==> config.mk <==
export PLATFORM = sky130hd
export DESIGN_NAME = dcache_ctrl
export DESIGN_NICKNAME = d
export VERILOG_FILES = /design/src/logic/mem_pkg.sv /design/src/logic/dcache_ctrl.sv
export SDC_FILE = /design/constraint.sdc
export NUM_CORES = 1
export LEC_CHECK = 0
export BUFFER_PORTS_ARGS = -buffer_cell sky130_fd_sc_hd__buf_2
export CAP_MARGIN = 10
export CELL_PAD_IN_SITES_DETAIL_PLACEMENT = 1
export CELL_PAD_IN_SITES_GLOBAL_PLACEMENT = 1
export CORE_AREA = 2 2 134 136
export CTS_BUF_LIST = sky130_fd_sc_hd__clkbuf_2 sky130_fd_sc_hd__clkbuf_4 sky130_fd_sc_hd__clkbuf_8
export CTS_CLUSTER_SIZE = 8
export DETAILED_ROUTE_END_ITERATION = 8
export DIE_AREA = 0 0 136 138
export PLACE_DENSITY_LB_ADDON = 0.1
export SETUP_SLACK_MARGIN = 0.15
export SYNTH_ARGS = -nofsm -noshare
export SYNTH_HDL_FRONTEND = slang
export SYNTH_SLANG_ARGS = --single-unit
==> constraint.sdc <==
create_clock -name clk -period 1.7 [get_ports clk]
set_input_delay 0.085 -clock clk [delete_from_list [all_inputs] [get_ports clk]]
set_output_delay 0.085 -clock clk [all_outputs]
set_load 0.01 [all_outputs]
==> src/logic/mem_pkg.sv <==
/*
 * memory stage package
 * widths, data cache geometry, access size codes, controller states
 * and the address word shared by the controller and the cache arrays
 */
package mem_pkg;

        localparam int xlen       = 64;
        localparam int gpr_w      = 5;
        localparam int strb_w     = xlen / 8;

        // cache geometry
        localparam int line_beats = 4;
        localparam int beat_w     = 2;
        localparam int index_w    = 4;
        localparam int num_lines  = 1 << index_w;
        localparam int off_w      = 3;
        localparam int line_off_w = beat_w + off_w;
        localparam int tag_w      = xlen - index_w - line_off_w;

        typedef logic [1:0] size_t;

        localparam size_t size_byte  = 2'd0;
        localparam size_t size_half  = 2'd1;
        localparam size_t size_word  = 2'd2;
        localparam size_t size_dword = 2'd3;

        // cache controller states
        localparam int state_w = 3;
        localparam logic [state_w-1:0] st_idle       = 3'd0;
        localparam logic [state_w-1:0] st_rd_req     = 3'd1;
        localparam logic [state_w-1:0] st_refill     = 3'd2;
        localparam logic [state_w-1:0] st_write      = 3'd3;
        localparam logic [state_w-1:0] st_write_done = 3'd4;

        // one address word, seen raw by the bus and by field by the arrays
        typedef union packed {
                logic [xlen-1:0] raw;
                struct packed {
                        logic [tag_w-1:0]   tag;
                        logic [index_w-1:0] index;
                        logic [beat_w-1:0]  beat;
                        logic [off_w-1:0]   offset;
                } f;
        } mem_addr_t;

endpackage
==> src/logic/dcache_ctrl.sv <==
/*
 * data cache controller
 * line refill on a load miss, write-through of every store,
 * stall generation and write strobe / lane placement
 */
module dcache_ctrl
        import mem_pkg::*;
(
        input  logic               clk,
        input  logic               reset,
        input  logic               mem_read,
        input  logic               mem_write,
        input  mem_addr_t          addr,
        input  logic [xlen-1:0]    wdata,
        input  size_t              size,
        input  logic               hit,
        input  logic               arready,
        input  logic               rvalid,
        input  logic               wready,
        input  logic               last_beat,
        output logic               stall,
        output logic               arvalid,
        output logic [xlen-1:0]    araddr,
        output logic               rready,
        output logic               refill_we,
        output logic               store_we,
        output logic               wvalid,
        output logic [xlen-1:0]    waddr,
        output logic [xlen-1:0]    wdata_out,
        output logic [strb_w-1:0]  wstrb
);

        logic [state_w-1:0] state_q;
        logic [state_w-1:0] state_d;
        logic [off_w-1:0]   byte_off;
        logic [strb_w-1:0]  size_mask;

        // ========================================
        // state machine
        // ========================================
        always_ff @(posedge clk) begin
                if (reset) begin
                        state_q <= st_idle;
                end else begin
                        state_q <= state_d;
                end
        end

        always_comb begin
                state_d = state_q;
                case (state_q)
                st_idle: begin
                        if (mem_write) begin
                                state_d = st_write;
                        end else if (mem_read && !hit) begin
                                state_d = st_rd_req;
                        end
                end
                st_rd_req:     if (arready) state_d = st_refill;
                st_refill:     if (rvalid && last_beat) state_d = st_idle;
                st_write:      if (wready) state_d = st_write_done;
                st_write_done: state_d = st_idle;
                default:       state_d = st_idle;
                endcase
        end

        // low only for a hit in idle and the cycle after a write handshake
        assign stall = (state_q == st_idle) ? (mem_write || (mem_read && !hit))
                                            : (state_q != st_write_done);

        assign arvalid   = (state_q == st_rd_req);
        assign rready    = (state_q == st_refill);
        assign refill_we = rready && rvalid;
        assign wvalid    = (state_q == st_write);
        // write-through; the cached copy only follows on a hit
        assign store_we  = wvalid && wready && hit;

        // ========================================
        // bus addresses and write lanes
        // ========================================
        assign byte_off = addr.raw[off_w-1:0];
        assign araddr   = {addr.raw[xlen-1:line_off_w], {line_off_w{1'b0}}};
        assign waddr    = {addr.raw[xlen-1:off_w], {off_w{1'b0}}};

        always_comb begin
                case (size)
                size_byte: size_mask = 8'h01;
                size_half: size_mask = 8'h03;
                size_word: size_mask = 8'h0f;
                default:   size_mask = 8'hff;
                endcase
        end

        assign wstrb     = size_mask << byte_off;
        assign wdata_out = wdata << {byte_off, 3'b000};

endmodule

# Word-level counts from Yosys, hierarchy flattened
# Index checks and enable logic that the tools add are counted.
# W data, S select, Z words.
# word_totals
register_bits,3
latch_bits,0
ram_bits,0
mem_bits_ro,0
in_bits,139
out_inout_bits,206
elab_cells,31
mem_count,0
# op_classes
n_addsub,0
n_mul,0
div,0
order_cmp,0
eq_ne,10
shift,2
mux,8
bitwise_logic,0
reduce_logical,10
# ops
operator,count
$shl A64 B6 Y64,1
$pmux W8 S3,1
$mux W3,5
$pmux W3 S4,1
$shl A8 B3 Y8,1
$eq A3 B2 Y1 const B,2
$logic_and A1 B1 Y1,5
$ne A2 B2 Y1 const B,2
$reduce_and A4 Y1,1
$eq A3 B1 Y1 const B,1
$logic_not A3 Y1,1
$ne A3 B2 Y1 const B,1
$ne A3 B3 Y1 const B,1
$eq A2 B1 Y1 const B,1
$eq A2 B2 Y1 const B,1
$logic_not A2 Y1,1
$ne A2 B1 Y1 const B,1
$logic_not A1 Y1,1
$logic_or A1 B1 Y1,1
$mux W1,1

# Depth between registers and ports, before layout
# depth
word_depth,5
mapped_depth,6
ltp_nobuf,3

# Worst setup path after synthesis
# No wires, ideal clock.
# synth_path
path_kind,input port to output port
start,input addr[1] (netlist name)
end,output wdata_out[53]
arrival_ns,1.068
t_required_ns,1.615
setup_slack_ns,0.547
cell_stages,6
path_buffers,3
path_cell_list,buf_4 -> nor2b_1 -> buf_4 -> buf_4 -> a2bb2oi_1 -> a221oi_1
# synth_between
elab_chain_len,1
# synth_rtl
element,line,text
start: declaration,dcache_ctrl.sv:13,"input mem_addr_t addr,"
$shl A64 B6 Y64,dcache_ctrl.sv:95,"assign wdata_out = wdata << {byte_off, 3'b000};"
end: declaration,dcache_ctrl.sv:29,"output logic [xlen-1:0] wdata_out,"
# Every way passes these cells.

# Worst setup path after layout
# layout_path
start,input addr[2] (netlist name)
end,output wdata_out[56]
# Same word-level chain as after synthesis.

==> impl_metrics.env <==
export IMPL_grt_pass1_vias=3158
export IMPL_r2r_end="state_q[0]$_SDFFE_PP0P_"
export IMPL_routed_wirelength_um=12900
export IMPL_p_leak_nw=1.68
export IMPL_r2r_cells=3
export IMPL_crit_chain="buf_4, buf_12, buf_12, mux2_4, a221o_1, buf_2"
export IMPL_multi_input_area_um2=1850
export IMPL_antenna_found_initial=0
export IMPL_setup_violations=0
export IMPL_ctsHtreeMaxLevel=1
export IMPL_netlist_cell_type_count=39
export IMPL_cts_inserted_buffers=3
export IMPL_crit_path_top_delay_cell="a221o_1"
export IMPL_fill_cells=2168
export IMPL_cp_buffers_inverters=4
export IMPL_period_needed_ns=1.47
export IMPL_io_buffers=155
export IMPL_grt_max_degree=38
export IMPL_ys_flop_type="dfxtp_1"
export IMPL_post_place_ws_ns=0.0905
export IMPL_crit_path_start_kind="input pin"
export IMPL_utilization_pct=19.6
export IMPL_via_per_inst=4.38
export IMPL_critPathCapture="wdata_out[56]"
export IMPL_clock_sinks=3
export IMPL_cp_required_ns=1.62
export IMPL_fin_ws_ns=0.230
export IMPL_place_congestion=0.730
export IMPL_async_flop_share_pct=0
export IMPL_nNetsFinal=574
export IMPL_start_util_pct=17.4
export IMPL_fin_crit_sh_pct=86.5
export IMPL_die_h_um=138
export IMPL_slowest_delay_ns=0.36
export IMPL_critPathArrivalTime_ns=1.38
export IMPL_ys_ff_latch=3
export IMPL_drt_pass1_iterations=4
export IMPL_crit_family="buffers and inverters"
export IMPL_layout_common_cells="buf_2 (153), mux2i_1 (48), nor2_1 (33), a211oi_1 (19)"
export IMPL_yosysSeqAreaShare_pct=1.97
export IMPL_cp_depth=6
export IMPL_drive_above_1_share_pct=50.0
export IMPL_reg2reg_slack_ns=0.53
export IMPL_drc=0
export IMPL_regMostFlops="state_q"
export IMPL_mostFrequentLayoutCell="buf_2"
export IMPL_clkTransAtPathRegs_ns=0.03
export IMPL_core_um2=17500
export IMPL_insertion_delay_ns=0.21
export IMPL_worstReg2RegStart="state_q[0]$_SDFFE_PP0P_"
export IMPL_ant_nets=0
export IMPL_p_per_area_nw_per_um2=395
export IMPL_startpoint="addr[2]"
export IMPL_cts_tree="yes"
export IMPL_max_vdd_ir_drop_v=0.000332
export IMPL_min_path_type="input pin to register"
export IMPL_hold_viol_final=0
export IMPL_drv_cap=0
export IMPL_slew_viol_final=0
export IMPL_status="finished clean"
export IMPL_cp_common_cell="buf_12"
export IMPL_worstSetupEndpointType="primary output"
export IMPL_cts_buffer_depth=2
export IMPL_final_setup_tns_ns=0
export IMPL_regArea_um2=60.1
export IMPL_die_x_um=136
export IMPL_reg_top3="state_q: 3 flops"
export IMPL_io_pins=345
export IMPL_max_freq_mhz=680
export IMPL_dp_hpwl_um=9870
export IMPL_fp_row_count=49
export IMPL_die_area_um2=18800
export IMPL_cts_root_buf="clkbuf_8"
export IMPL_synth_edf_count=0
export IMPL_yosys_warnings=0
export IMPL_antenna_cells=0
export IMPL_syn_area_per_cell_um2=7.62
export IMPL_grt_pass1_wl_um=18800
export IMPL_syn_to_final_growth_pct=12.2
export IMPL_first_iter_violations=30
export IMPL_largest_reg_flops=3
export IMPL_grt_overflow_total=0
export IMPL_grt_setup_unrepaired="true"
export IMPL_syn_instance_count=401
export IMPL_cp_max_fo=13
export IMPL_num_vias=2907
export IMPL_fin_skew_ns=0.00157
export IMPL_criticalPathCategory="input pin to primary output"
export IMPL_drt_wirelength_per_cell_um=19.5
export IMPL_syn_cell_area_um2=3060
export IMPL_grt_usage_pct=12.7
==> kinds of logic after synthesis <==
kind of cell,share of synthesized area (%)
AO/OA/AOI/OAI,23.0
flip-flops,1.97
buffers and inverters,39.0
multiplexers,22.6
other,0.123
AND/OR/NAND/NOR,13.3
==> metal layers <==
| layer | up-vias | part of all wire, % | GRT usage [%] |
|---|---|---|---|
| met5 | - | 0 | 0 |
| met3 | 28 | 7.2 | 3.01 |
| li1 | 1365 | - | - |
| met2 | 125 | 49 | 21.6 |
| met1 | 1389 | 43 | 16.2 |
| met4 | 0 | 1.2 | 2.30 |
==> worst min path at each step <==
stage,start,cells past startpoint,slack [ns],endpoint
finish,reset,2,0.07,state_q[2]$_SDFFE_PP0P_
global route,reset,2,0.08,state_q[2]$_SDFFE_PP0P_
CTS,reset,2,0.07,state_q[2]$_SDFFE_PP0P_
detailed placement,addr[4],0,0.17,waddr[4]
global placement,addr[4],0,0.17,waddr[4]
floorplan,reset,1,0.16,state_q[2]$_SDFFE_PP0P_
==> per-stage QoR <==
stage	cell area, um^2	hold WS, ns	cells	total power, mW
6_report	3430	0.0727	663	1.35
5_1_grt	3430	0.0751	663	1.47
4_1_cts	3320	0.0723	656	1.35
3_5_place_dp	3260	0.170	652	1.12
3_3_place_gp	3260	0.170	652	1.12
2_1_floorplan	3080	0.157	408	0.966
==> Yosys cell counts, types with 3 or more instances <==
| cell | count | area, um^2 |
|---|---|---|
| and2_1 | 16 | 100 |
| nor2b_1 | 14 | 87.6 |
| nand2_1 | 4 | 15.0 |
| o21ai_0 | 4 | 20.0 |
| mux2_4 | 5 | 75.1 |
| a221oi_2 | 4 | 60.1 |
| clkbuf_1 | 5 | 18.8 |
| a21oi_1 | 5 | 25.0 |
| mux2_2 | 9 | 101 |
| buf_4 | 137 | 1030 |
| a221oi_1 | 12 | 105 |
| o21a_1 | 8 | 60.1 |
| buf_6 | 4 | 45.0 |
| a221o_1 | 8 | 80.1 |
| buf_2 | 13 | 65.1 |
| dfxtp_1 | 3 | 60.1 |
| mux2i_1 | 49 | 490 |
| o22ai_1 | 17 | 106 |
| nor2_1 | 33 | 124 |
| a2bb2oi_1 | 8 | 70.1 |
| a211oi_1 | 19 | 143 |
==> what timing repair did <==
action / CTS / global route
cloned: 0 / 2
pin swaps: 0 / 0
hold buffers: 0 / 0
resized for setup: 5 / 3
setup endpoints to repair: 10 / 14
buffers inserted: 0 / 5
==> area by class of cell <==
cell class,count,share of cell area [%]
repair buffers,184,34.3
inverters,2,0.219
flip-flops and latches,3,1.75
clock buffers,4,1.42
well taps,229,8.35
multi-input cells,241,54.0
==> where the power goes <==
| group | switching (mW) | total [mW] | internal [mW] | leakage, nW |
|---|---|---|---|---|
| combinational | 0.558 | 1.04 | 0.482 | 1.63 |
| sequential | 0.0145 | 0.0932 | 0.0787 | 0.0248 |
| clock | 0.0454 | 0.221 | 0.176 | 0.0262 |
| total | 0.618 | 1.35 | 0.736 | 1.68 |
Note: power is estimated with default switching activity, not from simulation.
