[src/logic/mem_pkg.sv]
/*
 * memory stage package
 * widths, data cache geometry, access size codes, controller states
 * and the address word shared by the controller and the cache arrays
 */
package mem_pkg;

        localparam int xlen       = 64;
        localparam int gpr_w      = 5;
        localparam int strb_w     = xlen / 8;

        // cache geometry
        localparam int line_beats = 4;
        localparam int beat_w     = 2;
        localparam int index_w    = 4;
        localparam int num_lines  = 1 << index_w;
        localparam int off_w      = 3;
        localparam int line_off_w = beat_w + off_w;
        localparam int tag_w      = xlen - index_w - line_off_w;

        typedef logic [1:0] size_t;

        localparam size_t size_byte  = 2'd0;
        localparam size_t size_half  = 2'd1;
        localparam size_t size_word  = 2'd2;
        localparam size_t size_dword = 2'd3;

        // cache controller states
        localparam int state_w = 3;
        localparam logic [state_w-1:0] st_idle       = 3'd0;
        localparam logic [state_w-1:0] st_rd_req     = 3'd1;
        localparam logic [state_w-1:0] st_refill     = 3'd2;
        localparam logic [state_w-1:0] st_write      = 3'd3;
        localparam logic [state_w-1:0] st_write_done = 3'd4;

        // one address word, seen raw by the bus and by field by the arrays
        typedef union packed {
                logic [xlen-1:0] raw;
                struct packed {
                        logic [tag_w-1:0]   tag;
                        logic [index_w-1:0] index;
                        logic [beat_w-1:0]  beat;
                        logic [off_w-1:0]   offset;
                } f;
        } mem_addr_t;

endpackage
[src/logic/load_align.sv]
/*
 * load data alignment
 * moves the addressed bytes down to bit zero and extends them
 */
module load_align
        import mem_pkg::*;
(
        input  logic [xlen-1:0]  line_word,
        input  logic [off_w-1:0] byte_off,
        input  size_t            size,
        input  logic             unsigned_load,
        output logic [xlen-1:0]  load_data
);

        logic [xlen-1:0] shifted;
        logic            sign_bit;

        assign shifted = line_word >> {byte_off, 3'b000};

        always_comb begin
                case (size)
                size_byte: begin
                        sign_bit  = shifted[7] && !unsigned_load;
                        load_data = {{(xlen - 8){sign_bit}}, shifted[7:0]};
                end
                size_half: begin
                        sign_bit  = shifted[15] && !unsigned_load;
                        load_data = {{(xlen - 16){sign_bit}}, shifted[15:0]};
                end
                size_word: begin
                        sign_bit  = shifted[31] && !unsigned_load;
                        load_data = {{(xlen - 32){sign_bit}}, shifted[31:0]};
                end
                default: begin
                        // full double word, nothing to extend
                        sign_bit  = 1'b0;
                        load_data = shifted;
                end
                endcase
        end

endmodule

[config.mk]
export PLATFORM = sky130hd
export DESIGN_NAME = load_align
export DESIGN_NICKNAME = d
export VERILOG_FILES = /design/src/logic/mem_pkg.sv /design/src/logic/load_align.sv
export SDC_FILE = /design/constraint.sdc
export NUM_CORES = 1
export LEC_CHECK = 0
export BUFFER_PORTS_ARGS = -buffer_cell sky130_fd_sc_hd__buf_2
export CORE_MARGIN = 5
export CORE_UTILIZATION = 45
export DETAILED_ROUTE_END_ITERATION = 16
export PLACE_DENSITY = 0.82
export SYNTH_ARGS = -nofsm -noshare
export SYNTH_HDL_FRONTEND = slang
export SYNTH_SLANG_ARGS = --single-unit
[constraint.sdc]
create_clock -name vclk -period 1.9
set_input_delay 0.19 -clock vclk [all_inputs]
set_output_delay 0.19 -clock vclk [all_outputs]
set_load 0.05 [all_outputs]
**After elaboration in Yosys (flattened, before gate mapping)**

Index checks and enable logic that the tools add are counted.

- Add/sub/neg operators: 0
- Multipliers: 0
- Divide/modulo/power cells: 0
- $lt $le $gt $ge: 0
- Equal/unequal tests: 2
- Shifts and indexed selects: 1
- Muxes and demuxes: 1
- Bitwise logic cells: 0
- Reduce and logical (&&, ||, !) cells: 5

Operator list:

| cell | number |
|---|---|
| $pmux 64 s3 | 1 |
| $shr 64x6->64 | 1 |
| $logic_and 1x1->1 | 3 |
| $eq 2x1->1 const B | 1 |
| $eq 2x2->1 const B | 1 |
| $logic_not 2->1 | 1 |
| $logic_not 1->1 | 1 |

- Register bits after elaboration: 0
- Latch bits: 0
- Bits in writable memories: 0
- Memory bits (read-only): 0
- Input port bits: 70
- Output and inout bits: 64
- Memories: 0

**Logic depth before layout (Yosys ltp)**

Gate-level depths: netlist of run 1.

- Depth after elaboration: 3
- Depth in mapped cells: 7

**Worst setup path after synthesis of run 1**

No wires, ideal clock.

- Path kind: input -> output
- Start: input byte_off[0]
- End: output load_data[10]
- Arrival time: 2.140 ns
- Required time: 1.710 ns
- Slack: -0.430 ns
- Stages on the path: 7
- Path buffers: 3
- Cell sequence: buf_4 -> buf_6 -> nor2b_1 -> clkbuf_1 -> o2bb2ai_1 -> mux2i_1 -> o21ai_0

- Longest elaborated chain between the ends: 3

RTL lines:

| element | line | source |
|---|---|---|
| start, declared | load_align.sv:9 | `input logic [off_w-1:0] byte_off,` |
| $shr 64x6->64 * | load_align.sv:18 | `assign shifted = line_word >> {byte_off, 3'b000};` |
| $logic_and 1x1->1 | load_align.sv:23 | `sign_bit = shifted[7] && !unsigned_load;` |
| $pmux 64 s3 * | load_align.sv:21 | `case (size)` |
| end, declared | load_align.sv:12 | `output logic [xlen-1:0] load_data` |

Every way passes the cells marked *; elsewhere a longest branch is shown, timed or not.

**Worst setup path in the final report of run 1**

- Start: input byte_off[1]
- End: output load_data[26]

- Longest elaborated chain between the ends: 3

RTL lines:

| element | line |
|---|---|
| $shr 64x6->64 * | load_align.sv:18 |
| $logic_and 1x1->1 (on tied branches) | load_align.sv:27, load_align.sv:23 |
| $pmux 64 s3 * | load_align.sv:21 |

Marked as above.

==> flow_metrics.env, run 1 <==
export IMPL_yosysSeqAreaShare_pct=0
export IMPL_die_w_um=81.5
export IMPL_syn2layout_area_growth_pct=45.5
export IMPL_synth_simple_area_share_pct=20.8
export IMPL_finalSetupViolations=0
export IMPL_dpl_cell_area_sq_um=3160
export IMPL_synth_top_cells_by_area="mux4_2 (24%), mux2i_1 (20%), nand4_1 (7.1%), nand2_1 (6.0%), o2111ai_1 (5.3%)"
export IMPL_antenna_found_initial=0
export IMPL_first_iter_violations=266
export IMPL_port_buffer_count=134
export IMPL_drt_total_wl_um=9600
export IMPL_synth_xor_area_share_pct=0
export IMPL_layout_drive_gt1_share_pct=56.5
export IMPL_worst_hold_path_type="in2out"
export IMPL_grt_overflow=0
export IMPL_yosysUniqueCellTypes=32
export IMPL_crit_required_ns=1.71
export IMPL_layout_setup_ws_ns=0.00717
export IMPL_final_nets=477
export IMPL_flops_and_latches=0
export IMPL_worst_setup_path_start_kind="input pin"
export IMPL_gp_congestion=0.963
export IMPL_synth_fa_ha_area_share_pct=0
export IMPL_muxShareOfSynthArea_pct=49.8
export IMPL_worstSetupPathType="in2out"
export IMPL_core_area_sq_um=5040
export IMPL_pre_cts_ws_ns=0.0226
export IMPL_avgSynthCellArea_sq_um=8.71
export IMPL_netlist_area_sq_um=2300
export IMPL_crit_path_start="byte_off[1]"
export IMPL_clockBufferCount=0
export IMPL_post_route_min_period_ns=1.89
export IMPL_fp_row_count=26
export IMPL_status="completed"
export IMPL_fmax_mhz=528
export IMPL_synth_common_cells="mux2i_1 (47), nand2_1 (37), nand4_1 (26), mux4_2 (25), buf_2 (15)"
export IMPL_leakage_nw=1.68
export IMPL_wl_per_cell_um=20.2
export IMPL_ir_drop_mv=0.257
export IMPL_grt_pass1_wl_um=13700
export IMPL_vias=3098
export IMPL_pwr_density_cell_nw_per_um2=443
export IMPL_synth_compound_area_share_pct=18.0
export IMPL_period_share_pct=99.6
export IMPL_hold_viol_final=0
export IMPL_arrival_ns=1.70
export IMPL_finalPower_mw=1.48
export IMPL_detail_route_antenna_nets=0
export IMPL_initial_core_util_pct=45.6
export IMPL_grt_pass1_vias=2904
export IMPL_diodes=0
export IMPL_via_per_inst=6.52
export IMPL_ios=134
export IMPL_crit_fanout=28
export IMPL_synth_top_family_by_area="multiplexers"
export IMPL_synth_area_leader_cell="mux4_2"
export IMPL_crit_path_end_kind="output pin"
export IMPL_slew_headroom_pct=68.6
export IMPL_critical_path_endpoint="load_data[26]"
export IMPL_synthesis_nets=334
export IMPL_fin_tns_setup_ns=0
export IMPL_die_y_um=81.5
export IMPL_die_area_sq_um=6640
export IMPL_rsz0062_at_grt="yes"
export IMPL_seqCellArea_sq_um=0
export IMPL_dpl_hpwl_um=6830
export IMPL_grt_usage_pct=25.6
export IMPL_first_pass_iters=5
export IMPL_slew_violations=0
export IMPL_tightest_slew_ns=0.470
export IMPL_ys_warn_count=0
export IMPL_yosysTopAreaCellShare_pct=24.5
export IMPL_syn_inst=264
export IMPL_grt_start_max_net_pins=57
export IMPL_yosys_cell_count_top_type="mux2i_1"
export IMPL_drc_errors=0
export IMPL_design_area_sq_um=3350
export IMPL_cap_viol_max_count=0
[cells by family (layout without fill, tap and decap cells)]
family	Yosys count	after routing
and+or+nand+nor	94	94
buffers and inverters	37	178
AOI/OAI and AO/OA	51	51
muxes	82	82
[report_power, final]
group	internal (mW)	switching, mW	leakage, nW
clock	0	0	0
sequential	0	0	0
combinational	0.505	0.977	1.68
[how the worst min path moves through the flow]
stage / startpoint / to / slack (ns) / depth (start not counted)
floorplan: line_word[56] / load_data[56] / 0.79 / 2
CTS: line_word[58] / load_data[58] / 0.86 / 4
global placement: line_word[58] / load_data[58] / 0.85 / 4
global route: line_word[56] / load_data[56] / 0.86 / 4
finish: line_word[56] / load_data[56] / 0.83 / 4
detailed placement: line_word[60] / load_data[60] / 0.85 / 4
[what timing repair did]
item,CTS,global route
gates resized for setup,1,67
cloned,0,4
endpoints found under the setup margin,1,46
buffers inserted,0,3
pin swaps,0,2
hold buffers,0,0
[routing by layer]
layer  GRT usage (%)  vias to the layer above  part of all wire [%]
met1            34.3                     1464                    38
met3           0.877                       26                    10
met4            7.09                        0                   1.9
li1                -                     1364                     -
met5               0                        -                     0
met2            45.0                      244                    50
[cell type report]
cell class / instances / area [sq um]
Fill cell: 403 / 1700
Multi-Input combinational cell: 227 / 2080
Tap cell: 70 / 87.6
Timing Repair Buffer: 178 / 1180
[layout by cell type (no fill, tap or decap), drive strengths merged, types with 10 or more instances in the layout]
cell type,Yosys,routed
nand4,26,26
mux2i,47,47
clkbuf,3,13
mux4,25,25
buf,34,165
nand2,37,37
mux2,10,10
o2111ai,16,16
nand3,11,11
o21ai,10,10
[per-stage QoR]
step / instances / utilization [%] / hold WS [ns]
final: 475 / 66.4 / 0.835
after global routing: 475 / 66.4 / 0.856
after CTS: 468 / 62.6 / 0.858
after detailed placement: 468 / 62.6 / 0.855
after global placement: 468 / 62.6 / 0.855
after floorplan: 264 / - / 0.787
[worst max-delay path, cell delays in order]
cell and delay, ns:
clkbuf_4 0.16, mux2_2 0.36, a2bb2oi_2 0.17, nand4_1 0.13, buf_4 0.16, buf_12 0.19, nand3_1 0.11, buf_2 0.23
Note: power is estimated with default switching activity, not from simulation.
==> run 2, diff against run 1 <==
==> constraint.sdc (replaced) <==
create_clock -name vclk -period 1.9
set_input_delay 0.095 -clock vclk [all_inputs]
set_output_delay 0.095 -clock vclk [all_outputs]
set_load 0.05 [all_outputs]
==> run 2 against run 1 <==
Global-route usage down 0.71 points. Routed wire length is 12% lower. Power shrank 6.5%. Fmax up 8.1%. Worst setup slack gained 0.14 ns. Flip-flop and latch count is the same. Non-clock buffer count is 14 lower. First-iteration DRC count decreased by 33%. Via count down 7.2%.
==> flow_metrics.env, run 2 (synthesis gave the netlist of run 1 again) <==
export IMPL_slew_headroom_pct=72.0
export IMPL_wl_per_cell_um=18.4
export IMPL_dpl_hpwl_um=6810
export IMPL_layout_setup_ws_ns=0.150
export IMPL_finalPower_mw=1.39
export IMPL_crit_fanout=22
export IMPL_hold_viol_final=0
export IMPL_crit_path_end_kind="output pin"
export IMPL_diodes=0
export IMPL_initial_core_util_pct=45.6
export IMPL_first_pass_iters=4
export IMPL_cap_viol_max_count=0
export IMPL_detail_route_antenna_nets=0
export IMPL_drt_total_wl_um=8480
export IMPL_die_y_um=81.5
export IMPL_layout_drive_gt1_share_pct=52.2
export IMPL_die_area_sq_um=6640
export IMPL_worst_setup_path_start_kind="input pin"
export IMPL_arrival_ns=1.66
export IMPL_cts_hold_buffers=0
export IMPL_status="completed"
export IMPL_post_cts_buffers=0
export IMPL_crit_required_ns=1.80
export IMPL_fillers=452
export IMPL_dp_cells=461
export IMPL_grt_pass1_vias=2721
export IMPL_antenna_found_initial=0
export IMPL_first_iter_violations=179
export IMPL_worst_hold_path_type="in2out"
export IMPL_fin_tns_setup_ns=0
export IMPL_final_nets=463
export IMPL_layout_commonest_cell="buf_2"
export IMPL_period_share_pct=92.1
export IMPL_drc_errors=0
export IMPL_gp_congestion=0.902
export IMPL_pre_cts_ws_ns=0.160
export IMPL_crit_path_start="byte_off[0]"
export IMPL_grt_overflow=0
export IMPL_clockBufferCount=0
export IMPL_vias=2875
export IMPL_min_from="line_word[57]"
export IMPL_grt_pass1_wl_um=13300
export IMPL_slew_violations=0
export IMPL_grt_usage_pct=24.9
export IMPL_syn2layout_area_growth_pct=34.9
export IMPL_pwr_density_cell_nw_per_um2=447
export IMPL_post_route_min_period_ns=1.75
export IMPL_worstSetupPathType="in2out"
export IMPL_leakage_nw=1.59
export IMPL_seqCellArea_sq_um=0
export IMPL_fin_util_pct=61.5
export IMPL_grt_start_max_net_pins=30
export IMPL_layout_common_cells="buf_2 (132), mux2i_1 (47), nand2_1 (37), nand4_1 (26), buf_4 (26)"
export IMPL_rsz0062_at_grt="no"
export IMPL_die_w_um=81.5
export IMPL_ir_drop_mv=0.283
export IMPL_finalNonFillerCells=461
export IMPL_via_per_inst=6.24
export IMPL_port_buffer_count=134
export IMPL_multiInputGateArea_sq_um=2040
export IMPL_ios=134
export IMPL_fp_row_count=26
export IMPL_finalSetupViolations=0
export IMPL_ctsResizeCount=0
export IMPL_fmax_mhz=571
export IMPL_tightest_slew_ns=0.419
export IMPL_flops_and_latches=0
export IMPL_core_area_sq_um=5040
[run 2: stage by stage]
stage | hold WS (ns) | instance area [sq um]
5_1_grt | 0.689 | 3100
6_report | 0.668 | 3100
2_1_floorplan | 0.597 | 2300
3_3_place_gp | 0.668 | 3100
3_5_place_dp | 0.670 | 3100
4_1_cts | 0.670 | 3100
[run 2: worst max-delay path, cell delays in order]
cell and delay, ns:
buf_4 0.19, buf_12 0.20, nor2b_1 0.29, buf_4 0.18, o2bb2ai_1 0.13, mux2i_1 0.10, o21ai_1 0.18, buf_2 0.29
[run 2: final timing paths]
path	to	cells after the start
worst min-delay path	load_data[57]	4
worst max-delay path	load_data[12]	8
[run 2: cell type report]
class              instances  share of cell area, %
repair buffers           164                   31.5
well taps                 70                   2.82
multi-input cells        227                   65.7
[run 2: metal layers]
metal  track usage (%)  part of all wire (%)  up-vias
li1                  -                     -     1334
met5                 0                     0        -
met3              1.32                   8.3       10
met1              33.5                    41     1371
met2              44.5                    49      160
met4              4.39                   1.5        0
[run 2: power breakdown]
part	switching [mW]	internal [mW]	leakage, nW
Sequential	0	0	0
Combinational	0.942	0.443	1.59
Clock	0	0	0
Total	0.942	0.443	1.59
