[src/logic/mem_pkg.sv]
/*
 * memory stage package
 * widths, data cache geometry, access size codes, controller states
 * and the address word shared by the controller and the cache arrays
 */
package mem_pkg;

        localparam int xlen       = 64;
        localparam int gpr_w      = 5;
        localparam int strb_w     = xlen / 8;

        // cache geometry
        localparam int line_beats = 4;
        localparam int beat_w     = 2;
        localparam int index_w    = 4;
        localparam int num_lines  = 1 << index_w;
        localparam int off_w      = 3;
        localparam int line_off_w = beat_w + off_w;
        localparam int tag_w      = xlen - index_w - line_off_w;

        typedef logic [1:0] size_t;

        localparam size_t size_byte  = 2'd0;
        localparam size_t size_half  = 2'd1;
        localparam size_t size_word  = 2'd2;
        localparam size_t size_dword = 2'd3;

        // cache controller states
        localparam int state_w = 3;
        localparam logic [state_w-1:0] st_idle       = 3'd0;
        localparam logic [state_w-1:0] st_rd_req     = 3'd1;
        localparam logic [state_w-1:0] st_refill     = 3'd2;
        localparam logic [state_w-1:0] st_write      = 3'd3;
        localparam logic [state_w-1:0] st_write_done = 3'd4;

        // one address word, seen raw by the bus and by field by the arrays
        typedef union packed {
                logic [xlen-1:0] raw;
                struct packed {
                        logic [tag_w-1:0]   tag;
                        logic [index_w-1:0] index;
                        logic [beat_w-1:0]  beat;
                        logic [off_w-1:0]   offset;
                } f;
        } mem_addr_t;

endpackage
[src/logic/forward_unit.sv]
/*
 * GPR forwarding
 * bypasses MEM or WB results to the execute operands, MEM first
 */
module forward_unit
        import mem_pkg::*;
(
        input  logic [gpr_w-1:0] ex_rs1,
        input  logic [gpr_w-1:0] ex_rs2,
        input  logic [gpr_w-1:0] mem_rd,
        input  logic             mem_write_gpr,
        input  logic             mem_to_reg,
        input  logic [xlen-1:0]  mem_alu_out,
        input  logic [xlen-1:0]  load_data,
        input  logic [gpr_w-1:0] wb_rd,
        input  logic             wb_write_gpr,
        input  logic [xlen-1:0]  wb_data,
        output logic [xlen-1:0]  rs1_data,
        output logic [xlen-1:0]  rs2_data,
        output logic             rs1_hazard,
        output logic             rs2_hazard
);

        logic [xlen-1:0] mem_result;

        // loads in MEM forward the aligned cache data
        assign mem_result = mem_to_reg ? load_data : mem_alu_out;

        // {hazard, data}, all zero when nothing matches
        function automatic logic [xlen:0] bypass(
                input logic [gpr_w-1:0] rs,
                input logic [xlen-1:0]  mem_val,
                input logic [xlen-1:0]  wb_val
        );
                logic [xlen:0] r;
                r = '0;
                if (rs != '0 && mem_write_gpr && rs == mem_rd) begin
                        r = {1'b1, mem_val};
                end else if (rs != '0 && wb_write_gpr && rs == wb_rd) begin
                        r = {1'b1, wb_val};
                end
                return r;
        endfunction

        always_comb begin
                {rs1_hazard, rs1_data} = bypass(ex_rs1, mem_result, wb_data);
                {rs2_hazard, rs2_data} = bypass(ex_rs2, mem_result, wb_data);
        end

endmodule

[config.mk]
export PLATFORM = sky130hd
export DESIGN_NAME = forward_unit
export DESIGN_NICKNAME = d
export VERILOG_FILES = /design/src/logic/mem_pkg.sv /design/src/logic/forward_unit.sv
export SDC_FILE = /design/constraint.sdc
export NUM_CORES = 1
export LEC_CHECK = 0
export ABC_AREA = 1
export BUFFER_PORTS_ARGS = -buffer_cell sky130_fd_sc_hd__buf_2
export CORE_AREA = 4 4 130 132
export DETAILED_ROUTE_END_ITERATION = 12
export DIE_AREA = 0 0 134 136
export PLACE_DENSITY = 0.55
export SLEW_MARGIN = 20
export SYNTH_ARGS = -nofsm -noshare
export SYNTH_HDL_FRONTEND = slang
export SYNTH_SLANG_ARGS = --single-unit
[constraint.sdc]
create_clock -name vclk -period 1.6
set_input_delay 0.32 -clock vclk [all_inputs]
set_output_delay 0.32 -clock vclk [all_outputs]
set_load 0.005 [all_outputs]
Word-level counts from Yosys, hierarchy flattened
Cells that the tools add are included.
{"block": "classes", "n_mux": 5, "n_bitwise": 0, "shifts": 0, "reduce_logical": 10, "n_addsub": 0, "n_eq_ne": 4, "n_div": 0, "magnitude_cmp": 0, "multipliers": 0}
{"operator": "two-way mux 65 bit", "count": 4}
{"operator": "two-way mux 64 bit", "count": 1}
{"operator": "== test 5 bit", "count": 4}
{"operator": "nonzero test 5 bit", "count": 2}
{"operator": "logical AND 1 bit", "count": 8}
{"block": "totals", "latchBits": 0, "elab_cells": 19, "memories": 0, "romBits": 0, "ff_bits": 0, "ramBits": 0, "input_bits": 215}

Depth between registers and ports, before layout
Gate-level depths: netlist of the first run.
{"block": "logic_depth", "ltp_word": 5, "ltp_mapped": 11}

Least setup slack after synthesis of the first run
OpenSTA, ideal clock, no wires.
{"block": "synth_path", "path_kind": "input-to-output", "start": "input port mem_to_reg", "end": "output port rs1_data[10]", "arrival_ns": 1.194, "stages": 5, "slack_ns": 0.086, "path_cell_list": "buf_2 -> buf_2 -> mux2_2 -> nand3_1 -> nand2_1"}
{"block": "synth_between", "elab_chain_cells": 2}
{"item": "start: declaration", "line": "forward_unit.sv:12", "text": "input logic mem_to_reg,"}
{"item": "two-way mux 64 bit", "line": "forward_unit.sv:27", "text": "assign mem_result = mem_to_reg ? load_data : mem_alu_out;"}
{"item": "two-way mux 65 bit", "line": "forward_unit.sv:37", "text": "if (rs != '0 && mem_write_gpr && rs == mem_rd) begin"}
{"item": "end: declaration", "line": "forward_unit.sv:18", "text": "output logic [xlen-1:0] rs1_data,"}
Every way passes these cells.

Worst setup path in the final report of the first run
{"block": "layout_path", "start": "input port ex_rs1[4]", "end": "output port rs1_data[62]"}
{"block": "layout_between", "elab_chain_cells": 5}
{"item": "start: declaration", "line": "forward_unit.sv:8", "text": "input logic [gpr_w-1:0] ex_rs1,"}
{"item": "nonzero test 5 bit", "line": "forward_unit.sv:37, forward_unit.sv:39"}
{"item": "logical AND 1 bit (2 in series)", "line": "forward_unit.sv:39", "text": "end else if (rs != '0 && wb_write_gpr && rs == wb_rd) begin"}
{"item": "two-way mux 65 bit", "line": "forward_unit.sv:39"}
{"item": "two-way mux 65 bit *", "line": "forward_unit.sv:37"}
Mark *: on every way between the ends. The rest lies on a longest branch, timed or not.

==> impl_metrics.json, run 1 <==
{
  "min_period_ps": 1856,
  "rsz0062_at_grt": "true",
  "grt_max_degree": 36,
  "vias": 6106,
  "violations": "negative setup slack",
  "total_power_mw": 1.500,
  "crit_chain": "buf_12, nand2_2, nand2_4, nor2_4, nand2_4, nor2_8, buf_12, clkbuf_16, nand3_2, nand2_1, buf_2",
  "drt_first_pass_iters": 7,
  "die_w_um": 134,
  "setup_slack_ps": -255.5,
  "slew_headroom_pct": 84.44,
  "yosysTopAreaCell": "nand3_1",
  "seqCellArea_um2": 0,
  "pre_cts_ws_ps": -309.5,
  "area_growth_pct": 144.0,
  "yosysWarnings": 0,
  "crit_start": "ex_rs1[4]",
  "yosys-top-cells-area": "nand3_1 (31%), nand2_1 (29%), mux2_2 (23%)",
  "final_cells": 1207,
  "wl_mm": 25.77,
  "die_area_um2": 18220,
  "die_y_um": 136,
  "antenna_found_initial": 0,
  "synth_top_area_share_pct": 30.75,
  "cp-end-kind": "primary output",
  "grt_pass1_vias": 5331,
  "final_common_cell": "buf_2",
  "ant_nets": 0,
  "finalInstanceArea_um2": 7784,
  "io_buffers": 345,
  "syn-num-nets": 826,
  "grt_overflow": 0,
  "drv_cap": 0,
  "cpPeakStageDelay_ps": 170,
  "core_um2": 15710,
  "report.final.slew_viol_count": 0,
  "post-dp-hpwl_mm": 14.08,
  "tns_ps": -26820,
  "viasPerCell": 5.059,
  "wl_per_cell_um": 21.35,
  "max_freq_mhz": 538.9,
  "start_util_pct": 20.31,
  "diodes": 0,
  "outcome": "finished with violations",
  "remaining_drc_errors": 0,
  "seq_cell_count": 0,
  "layout-drive-gt1-share_pct": 72.45,
  "cp_data_arrival_time_ps": 1540,
  "power_density_nw_per_um2": 192.8,
  "critPathCapture": "rs1_data[62]",
  "hp-class": "in -> out",
  "n_clock_buffer": 0,
  "grt_pass1_wl_mm": 29.02,
  "ys_types": 18,
  "rows": 46,
  "fin_nets": 1208,
  "crit_required_ps": 1280,
  "tightest_slew_ps": 232.9,
  "num_io_pins": 345,
  "hold_ws_ps": 949.8,
  "final_core_util_pct": 49.54,
  "place.gp.congestion": 0.8601,
  "setup.worst_path.start_class": "input port",
  "dp_cells": 1147,
  "avgSynthCellArea_um2": 5.222,
  "setup-violations-final": 130,
  "crit_path_max_fanout": 8,
  "cp_slowest_cell": "clkbuf_16",
  "p_leak_nw": 4.183,
  "layout_common_cells": "buf_2 (319), nand2_1 (191), nand3_2 (120), nand3_1 (73), mux2_2 (64)",
  "synthesis.area_um2": 3191,
  "drtIter0Drc": 419,
  "cts_hold_buf": 0,
  "fin_crit_sh_pct": 116.0,
  "worstSetupPathType": "in -> out",
  "worst_ir_drop_vdd_mv": 0.1390,
  "place_area_um2": 5293,
  "synthCells": 611,
  "grt_usage_pct": 19.57,
  "yosysSeqAreaShare_pct": 0,
  "hold_viol_final": 0
}
[logic make-up (layout without fill, tap and decap cells)]
logic type,after synthesis,after routing,share of synthesized area [%]
AND/OR/NAND/NOR,464,464,63.37
buffers and inverters,78,458,13.14
multiplexers,64,64,22.59
AO/OA/AOI/OAI,4,4,0.6275
XOR/XNOR,1,1,0.2746
[per-layer routing]
metal / wire length [um] / track usage, % / vias up
met3: 2392 / 2.924 / 43
li1: - / - / 2813
met4: 581 / 3.429 / 0
met1: 10120 / 23.41 / 2868
met5: 0 / 0 / -
met2: 12670 / 37.25 / 382
[Yosys cell counts, drive strengths merged]
library cell  number
inv               24
a21oi              2
nand2            249
xnor2              1
nand3            197
buf               51
clkinv             1
clkbuf             2
nor2              18
o21ai              2
mux2              64
[area by class of cell]
class	instances	area [um2]
fill	1584	7929
inverter	25	126.4
multi-input combinational	533	3697
tap	216	270.3
timing repair buffer	433	3690
[critical path, delay by kind of cell]
family                 cells  cell delay, ps
and+or+nand+nor            7             660
buffers and inverters      4             560
[timing repair]
action                     in CTS  in global routing
setup endpoints to repair     130                130
pin swaps                      14                112
buffers inserted                9                  3
resized for setup             104                218
gates cloned                   12                 39
[power by group]
part           internal (mW)  switching, mW
sequential                 0              0
clock                      0              0
combinational          0.762          0.738
total                  0.762          0.738
[worst min path at each step]
stage                      from  slack (ps)  cells past startpoint            to
floorplan            wb_data[0]         750                      2   rs1_data[0]
finish              wb_data[38]         950                      4  rs2_data[38]
detailed placement  wb_data[28]         940                      4  rs2_data[28]
CTS                 wb_data[28]         950                      4  rs2_data[28]
global placement     wb_data[8]         950                      4   rs1_data[8]
global route        wb_data[17]         970                      4  rs1_data[17]
Note: power is estimated with default switching activity, not from simulation.
==> run 2: changes to the inputs <==
Settings changed: PLACE_DENSITY 0.55 to 0.63, SKIP_LAST_GASP from default to 1.
==> run 2 against run 1 <==
Against the previous run: the run still ends with negative setup slack left; combinational power shrank 10%; count of clock-buffer cells in the layout is the same; flip-flop and latch count is the same; fmax shrank 3.5%; highest routed layer unchanged; largest cell class is now buffers; via count shrank 1.7%; first-iteration DRC count shrank 6.0%; global-route usage shrank 1.2 points; final cell count shrank 0.33%; total power shrank 10%; largest power group unchanged.
==> impl_metrics.json, run 2 (same netlist as run 1, synthesis figures left out) <==
{
  "final_core_util_pct": 44.78,
  "worst_ir_drop_vdd_mv": 0.1328,
  "crit_chain": "buf_8, buf_6, nand2_2, nand2_2, clkinv_2, nand2_2, nor2_4, buf_6, nand2_8, clkbuf_16, nand3_1, nand2_1, buf_2",
  "core_um2": 15710,
  "tightest_slew_ps": 227.1,
  "num_io_pins": 345,
  "io_buffers": 345,
  "final_cells": 1203,
  "seq_cell_count": 0,
  "cts_hold_buf": 0,
  "p_leak_nw": 4.016,
  "grt_pass1_wl_mm": 27.17,
  "rows": 46,
  "cp_data_arrival_time_ps": 1600,
  "n_clock_buffer": 0,
  "hold_ws_ps": 947.6,
  "dp_cells": 1155,
  "remaining_drc_errors": 0,
  "power_density_nw_per_um2": 191.6,
  "seqCellArea_um2": 0,
  "viasPerCell": 4.988,
  "antenna_found_initial": 1,
  "cpPeakStageDelay_ps": 200,
  "violations": "negative setup slack",
  "cp-end-kind": "primary output",
  "grt_pass1_vias": 5267,
  "setup-violations-final": 130,
  "start_util_pct": 20.31,
  "crit_top_cell": "nand2_2",
  "max_freq_mhz": 520.2,
  "report.final.slew_viol_count": 0,
  "place.gp.congestion": 0.8779,
  "setup.worst_path.start_class": "input port",
  "setup_slack_ps": -322.3,
  "rsz0062_at_grt": "true",
  "grt_max_degree": 35,
  "fin_crit_sh_pct": 120.1,
  "slew_headroom_pct": 84.86,
  "hp-class": "in -> out",
  "grt_overflow": 0,
  "outcome": "finished with violations",
  "worstSetupPathType": "in -> out",
  "wl_mm": 23.22,
  "post-dp-hpwl_mm": 13.94,
  "drtIter0Drc": 394,
  "total_power_mw": 1.348,
  "hold_viol_final": 0,
  "min_period_ps": 1922,
  "layout-drive-gt1-share_pct": 63.59,
  "vias": 6001,
  "grt_usage_pct": 18.33,
  "layout_common_cells": "buf_2 (328), nand2_1 (223), nand3_1 (121), nand3_2 (75), mux2_2 (64)",
  "drv_cap": 0,
  "area_growth_pct": 120.5,
  "final_common_cell": "buf_2",
  "crit_path_max_fanout": 7,
  "die_w_um": 134,
  "fin_nets": 1203,
  "cp_slowest_cell": "clkbuf_16",
  "drt_first_pass_iters": 5,
  "n_fill_cell": 1625,
  "die_area_um2": 18220,
  "crit_required_ps": 1280,
  "wl_per_cell_um": 19.31,
  "die_y_um": 136,
  "ant_nets": 0
}
run 2: cell types whose count changed in the layout (fill, tap and decap cells not counted), sizes merged:
cell and change:
buf +5, clkbuf -11, diode +1, nand2 +1
run 2: metal layers:
metal  vias to the layer above  wire length, um  track usage [%]
li1                       2807                -                -
met2                       391            11450            33.69
met1                      2743             8883            21.92
met4                         0              845            5.486
met3                        60             2041            2.887
met5                         -                0                0
run 2: per-stage QoR:
| step | area, um2 | setup WS [ps] | setup TNS, ps |
|---|---|---|---|
| 3_5_place_dp | 5353 | -360.9 | -34310 |
| 3_3_place_gp | 5353 | -311.3 | -32380 |
| 5_1_grt | 7037 | -394.3 | -43480 |
| 2_1_floorplan | 3191 | 85.94 | 0 |
| 4_1_cts | 5936 | -306.3 | -33250 |
| 6_report | 7037 | -322.3 | -34060 |
run 2: worst max-delay path: cells and delay by family:
| family | cells | cell delay, ps |
|---|---|---|
| simple gates | 7 | 540 |
| buf+inv | 6 | 740 |
run 2: power breakdown:
part | leakage, nW | total (mW) | internal [mW] | switching (mW)
clock | 0.00000634 | 0.0000000839 | 0.0000000839 | 0
sequential | 0 | 0 | 0 | 0
combinational | 4.02 | 1.35 | 0.701 | 0.647
total | 4.02 | 1.35 | 0.701 | 0.647
run 2: what timing repair did:
item / CTS / global route
gates resized for setup: 45 / 151
buffers inserted: 11 / 4
endpoints found under the setup margin: 130 / 130
gates cloned: 11 / 22
pin swaps: 14 / 61
run 2: area by class of cell:
class                           instances  area, um2  area share [%]
Tap cell                              216      270.3           3.841
Antenna cell                            1      2.502         0.03556
Multi-Input combinational cell        534       3296           46.83
Timing Repair Buffer                  427       3361           47.76
Inverter                               25      107.6           1.529
run 2: final timing paths:
kind   startpoint  cells past startpoint           end
max     mem_rd[3]                     13  rs1_data[61]
min   wb_data[42]                      4  rs1_data[42]
==> run 3: changes to the inputs <==
--- a/config.mk
+++ b/config.mk
@@ -12,4 +12,5 @@
 export DIE_AREA = 0 0 134 136
 export PLACE_DENSITY = 0.63
+export RECOVER_POWER = 50
 export SKIP_LAST_GASP = 1
 export SLEW_MARGIN = 20
==> constraint.sdc (replaced) <==
create_clock -name vclk -period 1.6
set_input_delay 0.08 -clock vclk [all_inputs]
set_output_delay 0.08 -clock vclk [all_outputs]
set_load 0.005 [all_outputs]
==> run 3 against run 2 <==
Against the previous run: the flow now finishes without violations; critical path type unchanged; final cell count shrank 5.5%; highest routed layer unchanged; global-route usage shrank 2.2 points; first-iteration DRC count shrank 15%; core utilization shrank 12 points.
==> impl_metrics.json, run 3 (same netlist as run 1, synthesis figures left out) <==
{
  "n_clock_buffer": 0,
  "cpPeakStageDelay_ps": 230,
  "seqCellArea_um2": 0,
  "grt_overflow": 0,
  "core_um2": 15710,
  "min_period_ps": 1465,
  "drv_cap": 0,
  "setup-violations-final": 0,
  "num_io_pins": 345,
  "grt_max_degree": 43,
  "layout-drive-gt1-share_pct": 42.50,
  "wl_per_cell_um": 15.08,
  "cp_slowest_cell": "buf_12",
  "grt_pass1_vias": 4975,
  "grt_pass1_wl_mm": 24.85,
  "start_util_pct": 20.31,
  "hold_viol_final": 0,
  "cts_hold_buf": 0,
  "drt_first_pass_iters": 6,
  "total_power_mw": 0.9492,
  "cts.repair.resized": 0,
  "rows": 46,
  "die_area_um2": 18220,
  "setup.worst_path.start_class": "input port",
  "wl_mm": 17.15,
  "min_from": "wb_data[56]",
  "viasPerCell": 4.695,
  "outcome": "finished, final reports clean",
  "crit_required_ps": 1520,
  "pre_cts_ws_ps": 153.1,
  "layout_common_cells": "buf_2 (297), nand2_1 (245), nand3_1 (196), mux2_2 (64), clkbuf_1 (47)",
  "tightest_slew_ps": 289.2,
  "setup_slack_ps": 134.8,
  "holdPathStages": 4,
  "area_growth_pct": 59.88,
  "cp_data_arrival_time_ps": 1390,
  "final_core_util_pct": 32.47,
  "antenna_found_initial": 1,
  "p_leak_nw": 3.147,
  "crit_top_cell": "nand2_1",
  "crit_chain": "clkbuf_1, inv_1, nand2_1, nand2_1, nand2_1, nor2_1, nand2_2, inv_1, buf_12, nand2_1, nand2_1, buf_2",
  "cp-end-kind": "primary output",
  "drtIter0Drc": 333,
  "seq_cell_count": 0,
  "remaining_drc_errors": 0,
  "hp-class": "in -> out",
  "slew_headroom_pct": 80.72,
  "post-dp-hpwl_mm": 13.84,
  "place.gp.congestion": 0.8899,
  "final_common_cell": "buf_2",
  "max_freq_mhz": 682.5,
  "worst_ir_drop_vdd_mv": 0.1393,
  "ant_nets": 0,
  "vias": 5338,
  "io_buffers": 345,
  "grt_usage_pct": 16.17,
  "rsz0062_at_grt": "false",
  "hold_end": "rs2_data[56]",
  "report.final.slew_viol_count": 0,
  "tns_ps": 0,
  "power_density_nw_per_um2": 186.1,
  "die_y_um": 136,
  "fin_crit_sh_pct": 91.57,
  "postCtsSetupBuffers": 0,
  "fin_nets": 1137,
  "crit_path_max_fanout": 42,
  "die_w_um": 134,
  "worstSetupPathType": "in -> out"
}
run 3: power breakdown:
part	total [mW]	internal [mW]	switching, mW
Sequential	0	0	0
Combinational	0.949	0.457	0.492
Clock	0.0000000838	0.0000000838	0
Total	0.949	0.457	0.492
run 3: final cells by class:
type               instances  area, um2
fillers                 1825      10610
multi-input cells        533       2791
diodes                     1      2.502
well taps                216      270.3
inverters                 25      93.84
repair buffers           362       1943
run 3: metrics by stage:
stage	instance area (um2)	hold WS, ps	instances
6_report	5101	465.2	1137
2_1_floorplan	3191	269.2	611
3_3_place_gp	5185	464.1	1136
5_1_grt	5101	488.3	1137
4_1_cts	5185	469.0	1136
3_5_place_dp	5185	465.5	1136
run 3: how the worst max path moves through the flow:
stage,endpoint,cells past startpoint,startpoint,slack [ps]
3_5_place_dp,rs2_data[37],10,ex_rs2[2],150
3_3_place_gp,rs2_data[37],10,ex_rs2[2],160
2_1_floorplan,rs1_data[10],5,mem_to_reg,570
5_1_grt,rs2_data[63],11,ex_rs2[4],30
6_report,rs2_data[42],12,ex_rs2[4],130
4_1_cts,rs2_data[37],10,ex_rs2[2],160
run 3: metal layers:
metal,wire length (um),up-vias,track usage [%]
met5,0,-,0
met4,346,0,4.000
met3,1565,24,2.628
met2,8659,302,30.24
met1,6578,2369,19.20
li1,-,2643,-
run 3: critical path: cells and delay by family:
family,cells,cell delay (ps)
and+or+nand+nor,7,610
buffers and inverters,5,680
